### src/hw/zx_mem_pkg.sv
package zx_mem_pkg;

   // --------------------
   // sram geometry
   localparam int SRAM_AW  = 21;         // 2MB of external sram
   localparam int PAGE_AW  = 14;         // offset inside a 16K page
   localparam int CHUNK_AW = 13;         // offset inside an 8K timex chunk

   typedef logic [2:0] page_t;           // one of the eight 128K ram pages
   typedef logic [1:0] arrangement_t;    // +3 all-ram layout, 1FFD bits 2:1

   // --------------------
   // region codes, the top bits of the sram address
   localparam logic [3:0] RAM_BASE    = 4'b0000;   // pages 0..7 live at the bottom
   localparam logic [4:0] ROM_BASE    = 5'b00010;  // four 16K rom banks from 128K up
   localparam logic [3:0] DOCEXT_BASE = 4'b0011;   // dock and ext cartridge banks

   // cpu quadrants as seen on a[15:14]
   localparam logic [1:0] QUAD_ROM  = 2'b00;       // 0000-3fff
   localparam logic [1:0] QUAD_LOW  = 2'b01;       // 4000-7fff
   localparam logic [1:0] QUAD_MID  = 2'b10;       // 8000-bfff
   localparam logic [1:0] QUAD_HIGH = 2'b11;       // c000-ffff

   // --------------------
   // named ram pages used by the map tables
   localparam page_t PAGE_ALLRAM_BOT   = 3'd0;     // bottom page, arrangement 0
   localparam page_t PAGE_ALLRAM_LOW   = 3'd1;     // 4000 in arrangement 0
   localparam page_t PAGE_FAST         = 3'd2;     // uncontended page at 8000
   localparam page_t PAGE_ALLRAM_TOP   = 3'd3;     // c000 in most all-ram layouts
   localparam page_t PAGE_ALLRAM_ROM   = 3'd4;     // bottom page, other arrangements
   localparam page_t PAGE_SCREEN0      = 3'd5;     // normal screen page
   localparam page_t PAGE_ALLRAM_MID   = 3'd6;     // 8000 in arrangements 1..3
   localparam page_t PAGE_CONTENDED_HI = 3'd7;     // shadow screen page

   // arrangement codes that the tables single out
   localparam arrangement_t ARR_0 = 2'd0;
   localparam arrangement_t ARR_1 = 2'd1;
   localparam arrangement_t ARR_3 = 2'd3;

endpackage

### src/hw/zx_port_pkg.sv
package zx_port_pkg;

   // --------------------
   // port addresses and partial decode keys
   localparam logic [7:0] TIMEX_PORT     = 8'hF4;  // timex mmu, full low byte match
   localparam logic [1:0] P7FFD_PLUS3_HI = 2'b01;  // a[15:14] for 7ffd on +2A/+3
   localparam logic [3:0] P1FFD_HI       = 4'b0001; // a[15:12] for 1ffd

   // --------------------
   // 7ffd register layout
   localparam int B128_PAGE_LSB = 0;   // ram page at c000
   localparam int B128_PAGE_W   = 3;
   localparam int B128_ROM      = 4;   // low rom bank bit
   localparam int B128_LOCK     = 5;   // freezes paging until reset

   // 1ffd register layout
   localparam int BP3_ALLRAM  = 0;     // special paging mode
   localparam int BP3_ARR_LSB = 1;     // all-ram arrangement, two bits
   localparam int BP3_ARR_W   = 2;
   localparam int BP3_ROM     = 2;     // high rom bank bit, shared with the arrangement

endpackage

### src/hw/port_decode.sv
`timescale 1ns/1ps

module port_decode #(
   parameter bit PLUS3_PORTS = 1'b1,    // +2A/+3 decode and 1ffd present
   parameter bit TIMEX_MMU   = 1'b1     // port f4 present
) (
   input  logic [15:0] a,               // cpu address bus
   input  logic        iorq_n,
   input  logic        rd_n,
   input  logic        wr_n,
   output logic        wr_7ffd,         // level, high for the whole io write
   output logic        wr_1ffd,
   output logic        wr_timex,
   output logic        rd_timex         // io read of port f4
);
   import zx_port_pkg::*;

   logic io_wr;
   logic io_rd;
   logic timex_hit;

   assign io_wr     = !iorq_n && !wr_n;
   assign io_rd     = !iorq_n && !rd_n;
   assign timex_hit = TIMEX_MMU && (a[7:0] == TIMEX_PORT);

   always_comb begin
      if (PLUS3_PORTS) begin
         wr_7ffd = io_wr && !timex_hit && !a[1] && (a[15:14] == P7FFD_PLUS3_HI);
         wr_1ffd = io_wr && !timex_hit && !a[1] && (a[15:12] == P1FFD_HI);
      end else begin
         wr_7ffd = io_wr && !timex_hit && !a[1] && !a[15];
         wr_1ffd = 1'b0;
      end
   end

   assign wr_timex = io_wr && timex_hit;
   assign rd_timex = io_rd && timex_hit;

endmodule

### src/hw/paging_regs.sv
`timescale 1ns/1ps

module paging_regs (
   input  logic                     clk,
   input  logic                     mrst_n,        // master reset, sync
   input  logic [7:0]               din,           // cpu data out
   input  logic                     wr_7ffd,
   input  logic                     wr_1ffd,
   input  logic                     wr_timex,
   output zx_mem_pkg::page_t        ram_page,      // page seen at c000
   output logic [1:0]               rom_bank,      // {1ffd bit 2, 7ffd bit 4}
   output logic                     allram,
   output zx_mem_pkg::arrangement_t arrangement,
   output logic [7:0]               timex_mmu,     // one overlay bit per 8K chunk
   output logic                     in48kmode
);
   import zx_port_pkg::*;

   // --------------------
   // register state, only the bits that something reads
   logic [B128_PAGE_W-1:0] page_q;      // 7ffd page field
   logic                   rom_lo_q;    // 7ffd rom select
   logic                   lock_q;      // 7ffd lock, sticky until reset
   logic [BP3_ROM:0]       p3_q;        // 1ffd bits 2:0
   logic [7:0]             timex_q;     // f4 chunk map

   // paging ports stop listening once locked
   logic wr_7ffd_ok;
   logic wr_1ffd_ok;

   assign wr_7ffd_ok = wr_7ffd && !lock_q;
   assign wr_1ffd_ok = wr_1ffd && !lock_q;

   always_ff @(posedge clk) begin
      if (!mrst_n) begin
         page_q   <= '0;
         rom_lo_q <= 1'b0;
         lock_q   <= 1'b0;            // reset is the only way out of 48K mode
         p3_q     <= '0;
         timex_q  <= 8'h00;
      end else begin
         if (wr_7ffd_ok) begin
            page_q   <= din[B128_PAGE_LSB +: B128_PAGE_W];
            rom_lo_q <= din[B128_ROM];
            lock_q   <= din[B128_LOCK];
         end
         if (wr_1ffd_ok) begin
            p3_q <= din[BP3_ROM:0];    // allram, arrangement and rom high bit
         end
         // timex map ignores the lock
         if (wr_timex) begin
            timex_q <= din;
         end
      end
   end

   // --------------------
   // field decode
   assign ram_page    = page_q;
   assign rom_bank    = {p3_q[BP3_ROM], rom_lo_q};
   assign allram      = p3_q[BP3_ALLRAM];
   assign arrangement = p3_q[BP3_ARR_LSB +: BP3_ARR_W];
   assign timex_mmu   = timex_q;
   assign in48kmode   = lock_q;        // locked machine behaves as a 48K

endmodule

### src/hw/addr_translate.sv
`timescale 1ns/1ps

module addr_translate (
   input  logic [15:0]                   a,                 // cpu address bus
   input  logic                          mreq_n,
   input  logic                          rd_n,
   input  logic                          wr_n,
   input  logic                          inhibit_rom,       // external romcs
   input  logic                          doc_ext_option,    // picks dock or ext bank
   input  zx_mem_pkg::page_t             ram_page,
   input  logic [1:0]                    rom_bank,
   input  logic                          allram,
   input  zx_mem_pkg::arrangement_t      arrangement,
   input  logic [7:0]                    timex_mmu,
   output logic [zx_mem_pkg::SRAM_AW-1:0] sram_addr,
   output logic                          sram_we_n,
   output logic                          mem_rd,            // sram serves this read
   output logic                          access_to_screen   // contended access
);
   import zx_mem_pkg::*;

   logic [1:0] quad;          // 16K quadrant
   logic [2:0] chunk;         // 8K chunk, timex granularity
   logic       overlay;       // chunk is mapped to dock or ext
   logic       romcs;         // external rom owns the bottom quadrant
   page_t      page;          // ram page for this quadrant
   logic       writable;
   logic       contended;     // before the overlay is taken into account

   assign quad    = a[15:14];
   assign chunk   = a[15:13];
   assign overlay = timex_mmu[chunk];
   assign romcs   = inhibit_rom && (quad == QUAD_ROM);

   // --------------------
   // home page tables
   always_comb begin
      page = ram_page;                          // c000 in normal mode
      if (!allram) begin
         case (quad)
            QUAD_LOW: page = PAGE_SCREEN0;
            QUAD_MID: page = PAGE_FAST;
            default:  page = ram_page;          // rom quadrant does not use it
         endcase
      end else begin
         case (quad)
            QUAD_ROM: begin
               if (arrangement == ARR_0)
                  page = PAGE_ALLRAM_BOT;
               else
                  page = PAGE_ALLRAM_ROM;
            end
            QUAD_LOW: begin
               if (arrangement == ARR_0)
                  page = PAGE_ALLRAM_LOW;
               else if (arrangement == ARR_3)
                  page = PAGE_CONTENDED_HI;
               else
                  page = PAGE_SCREEN0;          // arrangements 1 and 2
            end
            QUAD_MID: begin
               if (arrangement == ARR_0)
                  page = PAGE_FAST;
               else
                  page = PAGE_ALLRAM_MID;
            end
            default: begin                      // c000 quadrant
               if (arrangement == ARR_1)
                  page = PAGE_CONTENDED_HI;
               else
                  page = PAGE_ALLRAM_TOP;
            end
         endcase
      end
   end

   // --------------------
   // sram address and write protection
   always_comb begin
      if (overlay) begin
         // dock/ext chunk wins over any home page
         sram_addr = {DOCEXT_BASE, doc_ext_option, chunk, a[CHUNK_AW-1:0]};
         writable  = 1'b1;
      end else if (quad == QUAD_ROM && !allram) begin
         sram_addr = {ROM_BASE, rom_bank, a[PAGE_AW-1:0]};
         writable  = 1'b0;                      // rom image is read only
      end else begin
         sram_addr = {RAM_BASE, page, a[PAGE_AW-1:0]};
         writable  = 1'b1;
      end
      // with romcs asserted the bottom 16K belongs to the expansion bus
      if (romcs)
         writable = 1'b0;
   end

   assign sram_we_n = mreq_n | wr_n | ~writable;
   assign mem_rd    = !mreq_n && !rd_n && !romcs;

   // --------------------
   // contention, odd pages and the 4000 quadrant in normal paging
   assign contended = !allram &&
                      ((quad == QUAD_LOW) || (quad == QUAD_HIGH && ram_page[0]));

   // dock and ext chunks sit off the ula bus
   assign access_to_screen = contended && !overlay;

endmodule

### src/hw/read_mux.sv
`timescale 1ns/1ps

module read_mux (
   input  logic [15:0] a,              // cpu address bus
   input  logic        mreq_n,
   input  logic        rd_n,
   input  logic        inhibit_rom,
   input  logic        mem_rd,         // sram read from addr_translate
   input  logic        rd_timex,       // io read of port f4
   input  logic [7:0]  timex_mmu,
   input  logic [7:0]  sram_rdata,
   input  logic [7:0]  din_external,   // data from the expansion bus rom
   output logic [7:0]  dout,           // to cpu data in
   output logic        oe              // dout carries valid data
);
   import zx_mem_pkg::*;

   logic ext_rd;                       // memory read of 0000-3fff under romcs

   assign ext_rd = !mreq_n && !rd_n && inhibit_rom && (a[15:14] == QUAD_ROM);

   // fixed priority, external rom first
   always_comb begin
      if (ext_rd) begin
         dout = din_external;
         oe   = 1'b1;
      end else if (mem_rd) begin
         dout = sram_rdata;
         oe   = 1'b1;
      end else if (rd_timex) begin
         dout = timex_mmu;             // mmu readback
         oe   = 1'b1;
      end else begin
         dout = 8'hFF;                 // idle bus
         oe   = 1'b0;
      end
   end

endmodule

### src/hw/zx_memory.sv
`timescale 1ns/1ps

module zx_memory #(
   parameter bit PLUS3_PORTS = 1'b1,    // +2A/+3 port decode with 1ffd
   parameter bit TIMEX_MMU   = 1'b1     // timex mmu at f4
) (
   input  logic                          clk,
   input  logic                          mrst_n,
   input  logic [15:0]                   a,
   input  logic [7:0]                    din,            // cpu data out
   input  logic                          mreq_n,
   input  logic                          iorq_n,
   input  logic                          rd_n,
   input  logic                          wr_n,
   input  logic                          inhibit_rom,
   input  logic [7:0]                    din_external,
   input  logic                          doc_ext_option,
   input  logic [7:0]                    sram_rdata,
   output logic [7:0]                    dout,           // cpu data in
   output logic                          oe,
   output logic [zx_mem_pkg::SRAM_AW-1:0] sram_addr,
   output logic [7:0]                    sram_wdata,
   output logic                          sram_we_n,
   output logic                          access_to_screen,
   output logic                          in48kmode
);
   import zx_mem_pkg::*;

   // --------------------
   // stage to stage nets
   logic         wr_7ffd;
   logic         wr_1ffd;
   logic         wr_timex;
   logic         rd_timex;
   page_t        ram_page;
   logic [1:0]   rom_bank;
   logic         allram;
   arrangement_t arrangement;
   logic [7:0]   timex_mmu;
   logic         mem_rd;

   // io cycle decode
   port_decode #(
      .PLUS3_PORTS (PLUS3_PORTS),
      .TIMEX_MMU   (TIMEX_MMU)
   ) i_port_decode (
      .a        (a),
      .iorq_n   (iorq_n),
      .rd_n     (rd_n),
      .wr_n     (wr_n),
      .wr_7ffd  (wr_7ffd),
      .wr_1ffd  (wr_1ffd),
      .wr_timex (wr_timex),
      .rd_timex (rd_timex)
   );

   paging_regs i_paging_regs (
      .clk         (clk),
      .mrst_n      (mrst_n),
      .din         (din),
      .wr_7ffd     (wr_7ffd),
      .wr_1ffd     (wr_1ffd),
      .wr_timex    (wr_timex),
      .ram_page    (ram_page),
      .rom_bank    (rom_bank),
      .allram      (allram),
      .arrangement (arrangement),
      .timex_mmu   (timex_mmu),
      .in48kmode   (in48kmode)
   );

   addr_translate i_addr_translate (
      .a                (a),
      .mreq_n           (mreq_n),
      .rd_n             (rd_n),
      .wr_n             (wr_n),
      .inhibit_rom      (inhibit_rom),
      .doc_ext_option   (doc_ext_option),
      .ram_page         (ram_page),
      .rom_bank         (rom_bank),
      .allram           (allram),
      .arrangement      (arrangement),
      .timex_mmu        (timex_mmu),
      .sram_addr        (sram_addr),
      .sram_we_n        (sram_we_n),
      .mem_rd           (mem_rd),
      .access_to_screen (access_to_screen)
   );

   read_mux i_read_mux (
      .a            (a),
      .mreq_n       (mreq_n),
      .rd_n         (rd_n),
      .inhibit_rom  (inhibit_rom),
      .mem_rd       (mem_rd),
      .rd_timex     (rd_timex),
      .timex_mmu    (timex_mmu),
      .sram_rdata   (sram_rdata),
      .din_external (din_external),
      .dout         (dout),
      .oe           (oe)
   );

   assign sram_wdata = din;              // write data goes straight to the sram

endmodule

### config.mk
export PLATFORM = sky130hd
export DESIGN_NAME = zx_memory
export DESIGN_NICKNAME = d
export VERILOG_FILES = /design/src/hw/zx_mem_pkg.sv /design/src/hw/zx_port_pkg.sv /design/src/hw/port_decode.sv /design/src/hw/paging_regs.sv /design/src/hw/addr_translate.sv /design/src/hw/read_mux.sv /design/src/hw/zx_memory.sv
export SDC_FILE = /design/constraint.sdc
export NUM_CORES = 1
export LEC_CHECK = 0
export BUFFER_PORTS_ARGS = -buffer_cell sky130_fd_sc_hd__buf_2
export CAP_MARGIN = 5
export CORE_MARGIN = 2
export CORE_UTILIZATION = 46
export DETAILED_ROUTE_END_ITERATION = 10
export PLACE_DENSITY = 0.9
export SLEW_MARGIN = 20
export SYNTH_ARGS = -nofsm -noshare
export SYNTH_HDL_FRONTEND = slang
export SYNTH_SLANG_ARGS = --single-unit
### constraint.sdc
create_clock -name clk -period 4.46 [get_ports clk]
set_input_delay 0.669 -clock clk [delete_from_list [all_inputs] [get_ports clk]]
set_output_delay 0.669 -clock clk [all_outputs]
set_load 0.01 [all_outputs]
== Word level (Yosys, flattened, before mapping) ==
Index checks and enable logic that the tools add are counted.

* Order comparisons: 1
* Eq/ne operators: 7
* Multiplexer cells: 21
* Bitwise operators: 3
* Reduce and logical (&&, ||, !) cells: 32

{| class="wikitable"
|+ Operators with widths
! operator !! number
|-
| two-way mux 8 bit || 3
|-
| two-way mux 21 bit || 1
|-
| logical AND 1 bit || 19
|-
| two-way mux 18 bit || 1
|-
| two-way mux 3 bit || 5
|-
| zero test 1 bit || 10
|-
| case mux 3 bit (3 select lines) || 1
|-
| == test 8 bit (second input constant) || 1
|-
| two-way mux 1 bit || 7
|-
| == test 2 bit (second input constant) || 3
|-
| case mux 3 bit (2 select lines) || 1
|-
| == test 2 x 1 -> 1 bit (second input constant) || 2
|-
| == test 4 x 1 -> 1 bit (second input constant) || 1
|-
| zero test 2 bit || 2
|-
| less-than comparator 3 x 4 -> 1 bit (second input constant) || 1
|-
| binary-select mux 1 bit (select 3 bit) || 1
|-
| two-way mux 2 bit || 1
|-
| OR 1 bit || 2
|-
| logical OR 1 bit || 1
|-
| inverter 1 bit || 1
|}

* Register bits after elaboration: 16
* Bits of input ports: 48
* Output and inout port bits: 41
* Logic and storage cells: 69

== Longest topological paths before layout ==
Gate-level depths: netlist of run 1.

* Depth after elaboration: 7
* Depth in mapped cells: 7
* Mapped depth without buffers: 6

== By module ==
From an unflattened synthesis of run 1, not the netlist that was laid out.

* Cell total of the unflattened synthesis: 170
* Area total of the unflattened synthesis: 1,493.9 µm²

{| class="wikitable"
|+ Modules (own cells, without submodules)
! module !! instances !! cells an instance !! area an instance (µm²) !! sequential area each (µm²)
|-
| paging_regs || 1 || 60 || 633.1 || 320.3
|-
| addr_translate || 1 || 58 || 486.7 || 0.0
|-
| read_mux || 1 || 33 || 222.7 || 0.0
|-
| port_decode || 1 || 11 || 91.3 || 0.0
|-
| zx_memory || 1 || 8 || 60.1 || 0.0
|}

== Least setup slack after synthesis of run 1 ==
Ideal clock, no wire load.

* Kind: input port to output port
* Start point: in a[0]
* End point: out dout[0]
* Data arrival time: 1.885 ns
* Required time: 3.791 ns
* Slack: 1.906 ns
* Cell stages on the path: 5
* Buffers on the path: 1
* Cell sequence: nand4bb_4 -> or3_1 -> or3b_1 -> buf_2 -> a2bb2oi_1

* Word-level cells in the longest chain between the ends: 5

{| class="wikitable"
|+ Ends and longest elaborated chain
! item !! RTL line !! RTL
|-
| from (decl) || zx_memory.sv:9 || <nowiki>input logic [15:0] a,</nowiki>
|-
| == test 8 bit || port_decode.sv:24 || <nowiki>assign timex_hit = TIMEX_MMU && (a[7:0] == TIMEX_PORT);</nowiki>
|-
| logical AND 1 bit || port_decode.sv:37 || <nowiki>assign rd_timex = io_rd && timex_hit;</nowiki>
|-
| two-way mux 8 bit || read_mux.sv:30 || <nowiki>end else if (rd_timex) begin</nowiki>
|-
| two-way mux 8 bit || read_mux.sv:27 || <nowiki>end else if (mem_rd) begin</nowiki>
|-
| two-way mux 8 bit || read_mux.sv:24 || <nowiki>if (ext_rd) begin</nowiki>
|-
| to (decl) || zx_memory.sv:19 || <nowiki>output logic [7:0] dout,</nowiki>
|}

No other way between the ends.

== Worst setup path after layout of run 1 ==
* Start point: in a[0]
* End point: out dout[2]

Same word-level chain as after synthesis.

==> results of run 1 <==
[per-stage QoR]
| stage | util [%] | hold WS (ps) | instances | worst slack, ps |
|---|---|---|---|---|
| floorplan | - | 437 | 165 | 1910 |
| global placement | 55.0 | 469 | 244 | 1600 |
| detailed placement | 55.0 | 472 | 244 | 1560 |
| CTS | 56.2 | 484 | 248 | 1560 |
| global route | 56.2 | 512 | 248 | 1440 |
| finish | 56.2 | 482 | 248 | 1550 |
[Yosys cell counts (all sizes together)]
| master | number | area (um2) |
|---|---|---|
| buf | 28 | 201 |
| mux2i | 18 | 193 |
| nand2 | 17 | 63.8 |
| dfxtp | 16 | 320 |
| o21ai | 12 | 60.1 |
| nand3 | 9 | 45.0 |
| a2bb2oi | 8 | 70.1 |
| a21oi | 6 | 30.0 |
| nor2 | 6 | 22.5 |
| clkbuf | 5 | 18.8 |
| ha | 5 | 62.6 |
| inv | 5 | 18.8 |
| nor2b | 5 | 31.3 |
| mux4 | 3 | 71.3 |
| nor3 | 3 | 20.0 |
| mux2 | 2 | 22.5 |
| nor4 | 2 | 18.8 |
| a211oi | 1 | 7.51 |
| a31oi | 1 | 6.26 |
| a32o | 1 | 10.0 |
| conb | 1 | 3.75 |
| nand2b | 1 | 6.26 |
| nand4b | 1 | 23.8 |
| nand4bb | 1 | 27.5 |
| o211a | 1 | 10.0 |
| o211ai | 1 | 7.51 |
| o21a | 1 | 7.51 |
| o311ai | 1 | 26.3 |
| or3 | 1 | 6.26 |
| or3b | 1 | 8.76 |
| or4 | 1 | 7.51 |
[metal layers]
metal / vias up / wire (um)
li1: 662 / -
met1: 634 / 1430
met2: 85 / 1750
met3: 4 / 269
met4: 0 / 29
met5: - / 0
[where the power goes]
group | leakage (nW) | total [mW] | switching, mW | internal, mW
clock network | 0.0210 | 0.0957 | 0.0460 | 0.0497
registers | 0.129 | 0.144 | 0.000663 | 0.143
logic | 0.702 | 0.0885 | 0.0473 | 0.0412
[tightest hold or removal path, delay by kind of cell, from the launching register on]
| family | cells | cell delay (ps) |
|---|---|---|
| flip-flops | 1 | 340 |
| AND/OR/NAND/NOR | 1 | 60 |
| AO/OA/AOI/OAI | 1 | 50 |
[cell usage in the layout (no fill, tap or decap), types with 3 or more instances in the layout]
cell / instances
a21oi_1: 6
a2bb2oi_1: 8
buf_2: 78
clkbuf_4: 3
dfxtp_1: 16
ha_1: 5
inv_1: 4
mux2i_1: 17
nand2_1: 17
nand3_1: 9
nor2_1: 6
nor2b_1: 5
o21ai_1: 10
[logic make-up after synthesis]
| family | after synthesis | share of synthesized area [%] |
|---|---|---|
| buf+inv | 38 | 16.7 |
| mux | 23 | 20.1 |
| flops | 16 | 22.4 |
| compound gates | 33 | 16.5 |
| fa+ha+maj | 5 | 4.38 |
| simple gates | 48 | 19.7 |
| other cells | 1 | 0.262 |
[sequential cells by signal, indices dropped and copies added, names as in the netlist]
name / cells
i_paging_regs.in48kmode: 1
i_paging_regs.rom_lo_q: 1
i_paging_regs.p3_q: 3
i_paging_regs.timex_mmu: 8
i_paging_regs.ram_page: 3
[worst max-delay path by stage]
stage,from,end,cells past startpoint
after global placement,a[0],dout[6],6
after global routing,a[14],dout[3],7
after CTS,a[0],dout[6],6
after floorplan,a[0],dout[0],5
final,a[0],dout[2],6
after detailed placement,a[15],sram_we_n,6
[final cells by class]
cell class                      instances  area (um2)  share of cell area (%)
Tap cell                               33        41.3                    2.45
Multi-Input combinational cell        111         873                    51.7
Inverter                                5        18.8                    1.11
Timing Repair Buffer                   79         398                    23.6
Clock buffer                            4        36.3                    2.15
Sequential cell                        16         320                    19.0
==> results.txt, run 1 <==
Worst Hold Class: reg -> reg
IO Port Bufs: 78
VDD IR max: 0.000114 V
Core outline area: 3000 um2
Routed len/inst: 14.0 um
Period Utilization, post-route: 65.2%
Yosys warns: 0
DRC viols: 0
Synthesized cell area: 1430 um2
Post-CTS setup buffers: 0
Max Root-Sink Buffers: 2
Cell area after layout: 1690 um2
CP bufs+invs: 2
RR Endpoint: i_paging_regs.p3_q[2]
Initial drt markers: 57
Area delta synth->final: 18.1%
Layout fillers: 262
Final ANT Viol Nets: 0
DP Wirelength: 2790 um
Area after DPL: 1650 um2
Max-slew headroom: 64.7%
CP Capture Type: primary output
Htree depth: 1
Layout cell share with drive strength beyond 1: 43.7%
Syn Area/Cell: 8.71 um2
Met3 GRT Util: 2.81%
Root buffer cell: clkbuf_4
Die ar.: 3570 um2
Final wirelength: 3470 um
Clk_lat worst skew: 280 ps
Critical-path cell list: buf_2 > nand4bb_4 > or3_1 > or3b_1 > a2bb2oi_1 > buf_2
Setup CP Type: in -> out
Diode count: 0
Die X: 59.7 um
Max Cap Viol: 0
CP startpoint kind: primary input
Largest net degree at the start of global routing: 28
Number of instances resized during post-cts repair: 0
Grt ovf: 0
Fin crit period: 2910 ps
# clock sinks: 16
RSZ-0062 raised after global routing: no
Worst Hold Depth: 2
I/O pin count: 89
CTS Hold Bufs: 0
Syn Inst Count: 164
Worst-Margin Slew: 529 ps
Max Freq: 344 MHz
Number of distinct library cells after synthesis: 40
Final hold violation count: 0
CTS tree: built
Vias post-DR: 1,385
Final Max Slew Viols: 0
Initial antenna violation count: 0
Row cnt: 20
CP max stage delay: 520 ps
Worst r2r src: i_paging_regs.in48kmode
GRT Resource Usage Total: 18.7%
Post-synthesis sequential area ratio: 22.4%
Routing usage on met1: 23.1%
Final setup viols: 0
Worst-path clk slew: 90 ps
Max FO, Critical Path: 8
Hold path startpoint: i_paging_regs.timex_mmu[2]
CP max-delay cell: or3b_1
Number of synthesized register bits: 16
GP Congestion: 0.811
Worst R2R Path Depth: 2
Worst Clk Skew: 2.91 ps
Grt met2 use: 33.7%
Reg2reg setup slack: 3210 ps
Vias in the first global route: 1,104
Run status: completed
Worst Path Arrival: 2240 ps
Critical Path RT: 3790 ps
Die height: 59.7 um
Leakage power: 0.852 nW
Design Power: 0.328 mW
Crit-path most repeated cell: buf_2
Setup TNS: 0 ps
Nets@finish: 269
Pwr per Cell Area: 195 nW/um2
Hold path endpoint: i_paging_regs.timex_mmu[2]
DRT Pass-1 Iters: 4
First-pass GRT wire length: 5040 um
Avg Vias per Cell: 5.58
TritonCTS Buffers: 3
Starting Density: 47.6%
Top Usage Layer GRT: met2
Top delay family on crit path: simple AND/OR/NAND/NOR gates
(Power assumes the default switching activity.)
==> run 2, diff against run 1 <==
--- a/config.mk
+++ b/config.mk
@@ -8,9 +8,9 @@
 export BUFFER_PORTS_ARGS = -buffer_cell sky130_fd_sc_hd__buf_2
 export CAP_MARGIN = 5
 export CORE_MARGIN = 2
-export CORE_UTILIZATION = 46
+export CORE_UTILIZATION = 43
 export DETAILED_ROUTE_END_ITERATION = 10
-export PLACE_DENSITY = 0.9
+export PLACE_DENSITY = 0.85
 export SLEW_MARGIN = 20
 export SYNTH_ARGS = -nofsm -noshare
 export SYNTH_HDL_FRONTEND = slang
==> constraint.sdc (replaced) <==
create_clock -name clk -period 3 [get_ports clk]
set_input_delay 0.45 -clock clk [delete_from_list [all_inputs] [get_ports clk]]
set_output_delay 0.45 -clock clk [all_outputs]
set_load 0.01 [all_outputs]
==> run 2 against run 1 <==
Total power up 48%. Via count is 3.6% lower. Critical path depth stayed put. Sequential power grew 49%. Die area up 6.5%. Core utilization is 1.4 points lower. Wire length increased by 0.52%. Cell count rose by 4.4%. Global-route usage up 0.24 points. Critical endpoint is now sram_we_n. Clock power increased by 46%. Register-to-register slack lost 1500 ps.
==> results.txt, run 2 (synthesized netlist as in run 1, its figures left out) <==
Run status: completed
Die X: 61.6 um (+3.2%)
Worst-path clk slew: 90 ps (about the same)
Final wirelength: 3490 um (+0.52%)
Max Cap Viol: 0 (unchanged)
Max Freq: 403 MHz
Clk_lat worst skew: 290 ps (about the same)
Max FFs per register: 8 (unchanged)
CP max-delay cell: mux4_1
CP startpoint kind: primary input
Root buffer cell: clkbuf_4
I/O pin count: 89 (unchanged)
Layout cell share with drive strength beyond 1: 43.7% (unchanged)
DRT Pass-1 Iters: 4 (unchanged)
Initial drt markers: 38 (-33%)
Initial antenna violation count: 0 (unchanged)
Vias post-DR: 1,335 (-3.6%)
Fin crit period: 2480 ps
Most frequent cells in the layout: buf_2 (78), nand2_1 (17), mux2i_1 (17), dfxtp_1 (16), o21ai_1 (10)
# clock sinks: 16 (unchanged)
Nets@finish: 269 (unchanged)
Max FO, Critical Path: 9 (+1)
Reg2reg setup slack: 1740 ps (-1470 ps)
Final setup viols: 0 (unchanged)
GRT Resource Usage Total: 18.9% (+0.24 points)
Critical Path RT: 2550 ps (-1240 ps)
Final hold violation count: 0 (unchanged)
Number of instances resized during post-cts repair: 0 (unchanged)
Htree depth: 1 (unchanged)
CP Capture Type: primary output
Starting Density: 46.0% (-1.5 points)
Final ANT Viol Nets: 0 (unchanged)
Cell area after layout: 1700 um2 (+0.82%)
Die height: 61.6 um (+3.2%)
VDD IR max: 0.000170 V (+49%)
Diode count: 0 (unchanged)
Largest net degree at the start of global routing: 28 (unchanged)
Worst Clk Skew: 4.59 ps (+1.68 ps)
Dpl cells: 255 (+4.5%)
Worst Path Arrival: 2030 ps (-210 ps)
Hold path endpoint: i_paging_regs.timex_mmu[7]
Worst-Margin Slew: 532 ps (+3.76 ps)
DRC viols: 0 (unchanged)
Die ar.: 3800 um2 (+6.5%)
Worst Hold Depth: 3 (+1)
RR Endpoint: i_paging_regs.p3_q[0]
Worst R2R Path Depth: 2 (unchanged)
Row cnt: 20 (unchanged)
Leakage power: 0.852 nW (unchanged)
Layout Cells excl Fill: 259 (+4.4%)
Setup CP Type: in -> out
Grt ovf: 0 (unchanged)
Vias in the first global route: 1,227 (+11%)
Pwr per Cell Area: 285 nW/um2 (+47%)
IO Port Bufs: 78 (unchanged)
Hold path startpoint: din[7]
CTS tree: built
First-pass GRT wire length: 5300 um (+5.2%)
Max Root-Sink Buffers: 2 (unchanged)
Max-slew headroom: 64.4% (-0.25 points)
GP Congestion: 0.790 (-2.5%)
TritonCTS Buffers: 3 (unchanged)
Commonest non-fill, non-tap cell in the layout: buf_2
Layout fillers: 320 (+22%)
Setup TNS: 0 ps (unchanged)
CP max stage delay: 630 ps (+110 ps)
Area delta synth->final: 19.1%
Core outline area: 3100 um2 (+3.3%)
Worst Hold Class: in -> reg
DP Wirelength: 2800 um (+0.40%)
Worst r2r src: i_paging_regs.in48kmode
Post-CTS setup buffers: 0 (unchanged)
Crit-path most repeated cell: buf_2
CTS Hold Bufs: 0 (unchanged)
RSZ-0062 raised after global routing: no
Avg Vias per Cell: 5.15 (-7.7%)
Critical-path cell list: buf_2 > mux4_1 > mux2i_4 > inv_2 > o311ai_4 > buf_2
Final Max Slew Viols: 0 (unchanged)
Routed len/inst: 13.5 um (-3.8%)
Area after DPL: 1670 um2 (+0.83%)
Period Utilization, post-route: 82.8%
[run 2: how the worst max path moves through the flow]
stage,startpoint,to,cells past startpoint
after global routing,a[14],sram_addr[15],8
after CTS,a[15],sram_we_n,6
final,a[15],sram_we_n,6
after detailed placement,a[15],sram_we_n,6
after global placement,a[15],sram_we_n,6
after floorplan,a[0],dout[0],5
[run 2: routing by layer]
metal | vias up | global-route usage, % | part of all wire (%)
met4 | 0 | 9.73 | 1.9
met3 | 8 | 2.94 | 7.3
met2 | 66 | 33.8 | 49
li1 | 661 | - | -
met1 | 600 | 21.6 | 42
met5 | - | 0 | 0
[run 2: area by class of cell]
type	instances	area (um2)	area share (%)
repair buffers	79	398	23.4
inverters	5	18.8	1.10
clock buffers	4	36.3	2.13
well taps	44	55.1	3.24
multi-input cells	111	873	51.3
flip-flops and latches	16	320	18.8
[run 2: critical path, delay by kind of cell]
family | cells | cell delay [ps]
buffers and inverters | 3 | 460
multiplexers | 2 | 910
AO/OA/AOI/OAI | 1 | 200
[run 2: through the flow]
| step | setup WS [ps] | power, mW | util [%] | hold WS, ps |
|---|---|---|---|---|
| floorplan | 884 | 0.307 | - | 437 |
| global placement | 543 | 0.348 | 53.7 | 459 |
| detailed placement | 522 | 0.350 | 53.7 | 479 |
| CTS | 522 | 0.492 | 54.8 | 384 |
| global route | 415 | 0.512 | 54.8 | 416 |
| finish | 516 | 0.485 | 54.8 | 390 |
[run 2: report_power, final]
part           total (mW)  switching [mW]  internal (mW)
registers           0.214        0.000985          0.213
logic               0.130          0.0692         0.0612
clock network       0.140          0.0664         0.0739
total               0.485           0.137          0.348
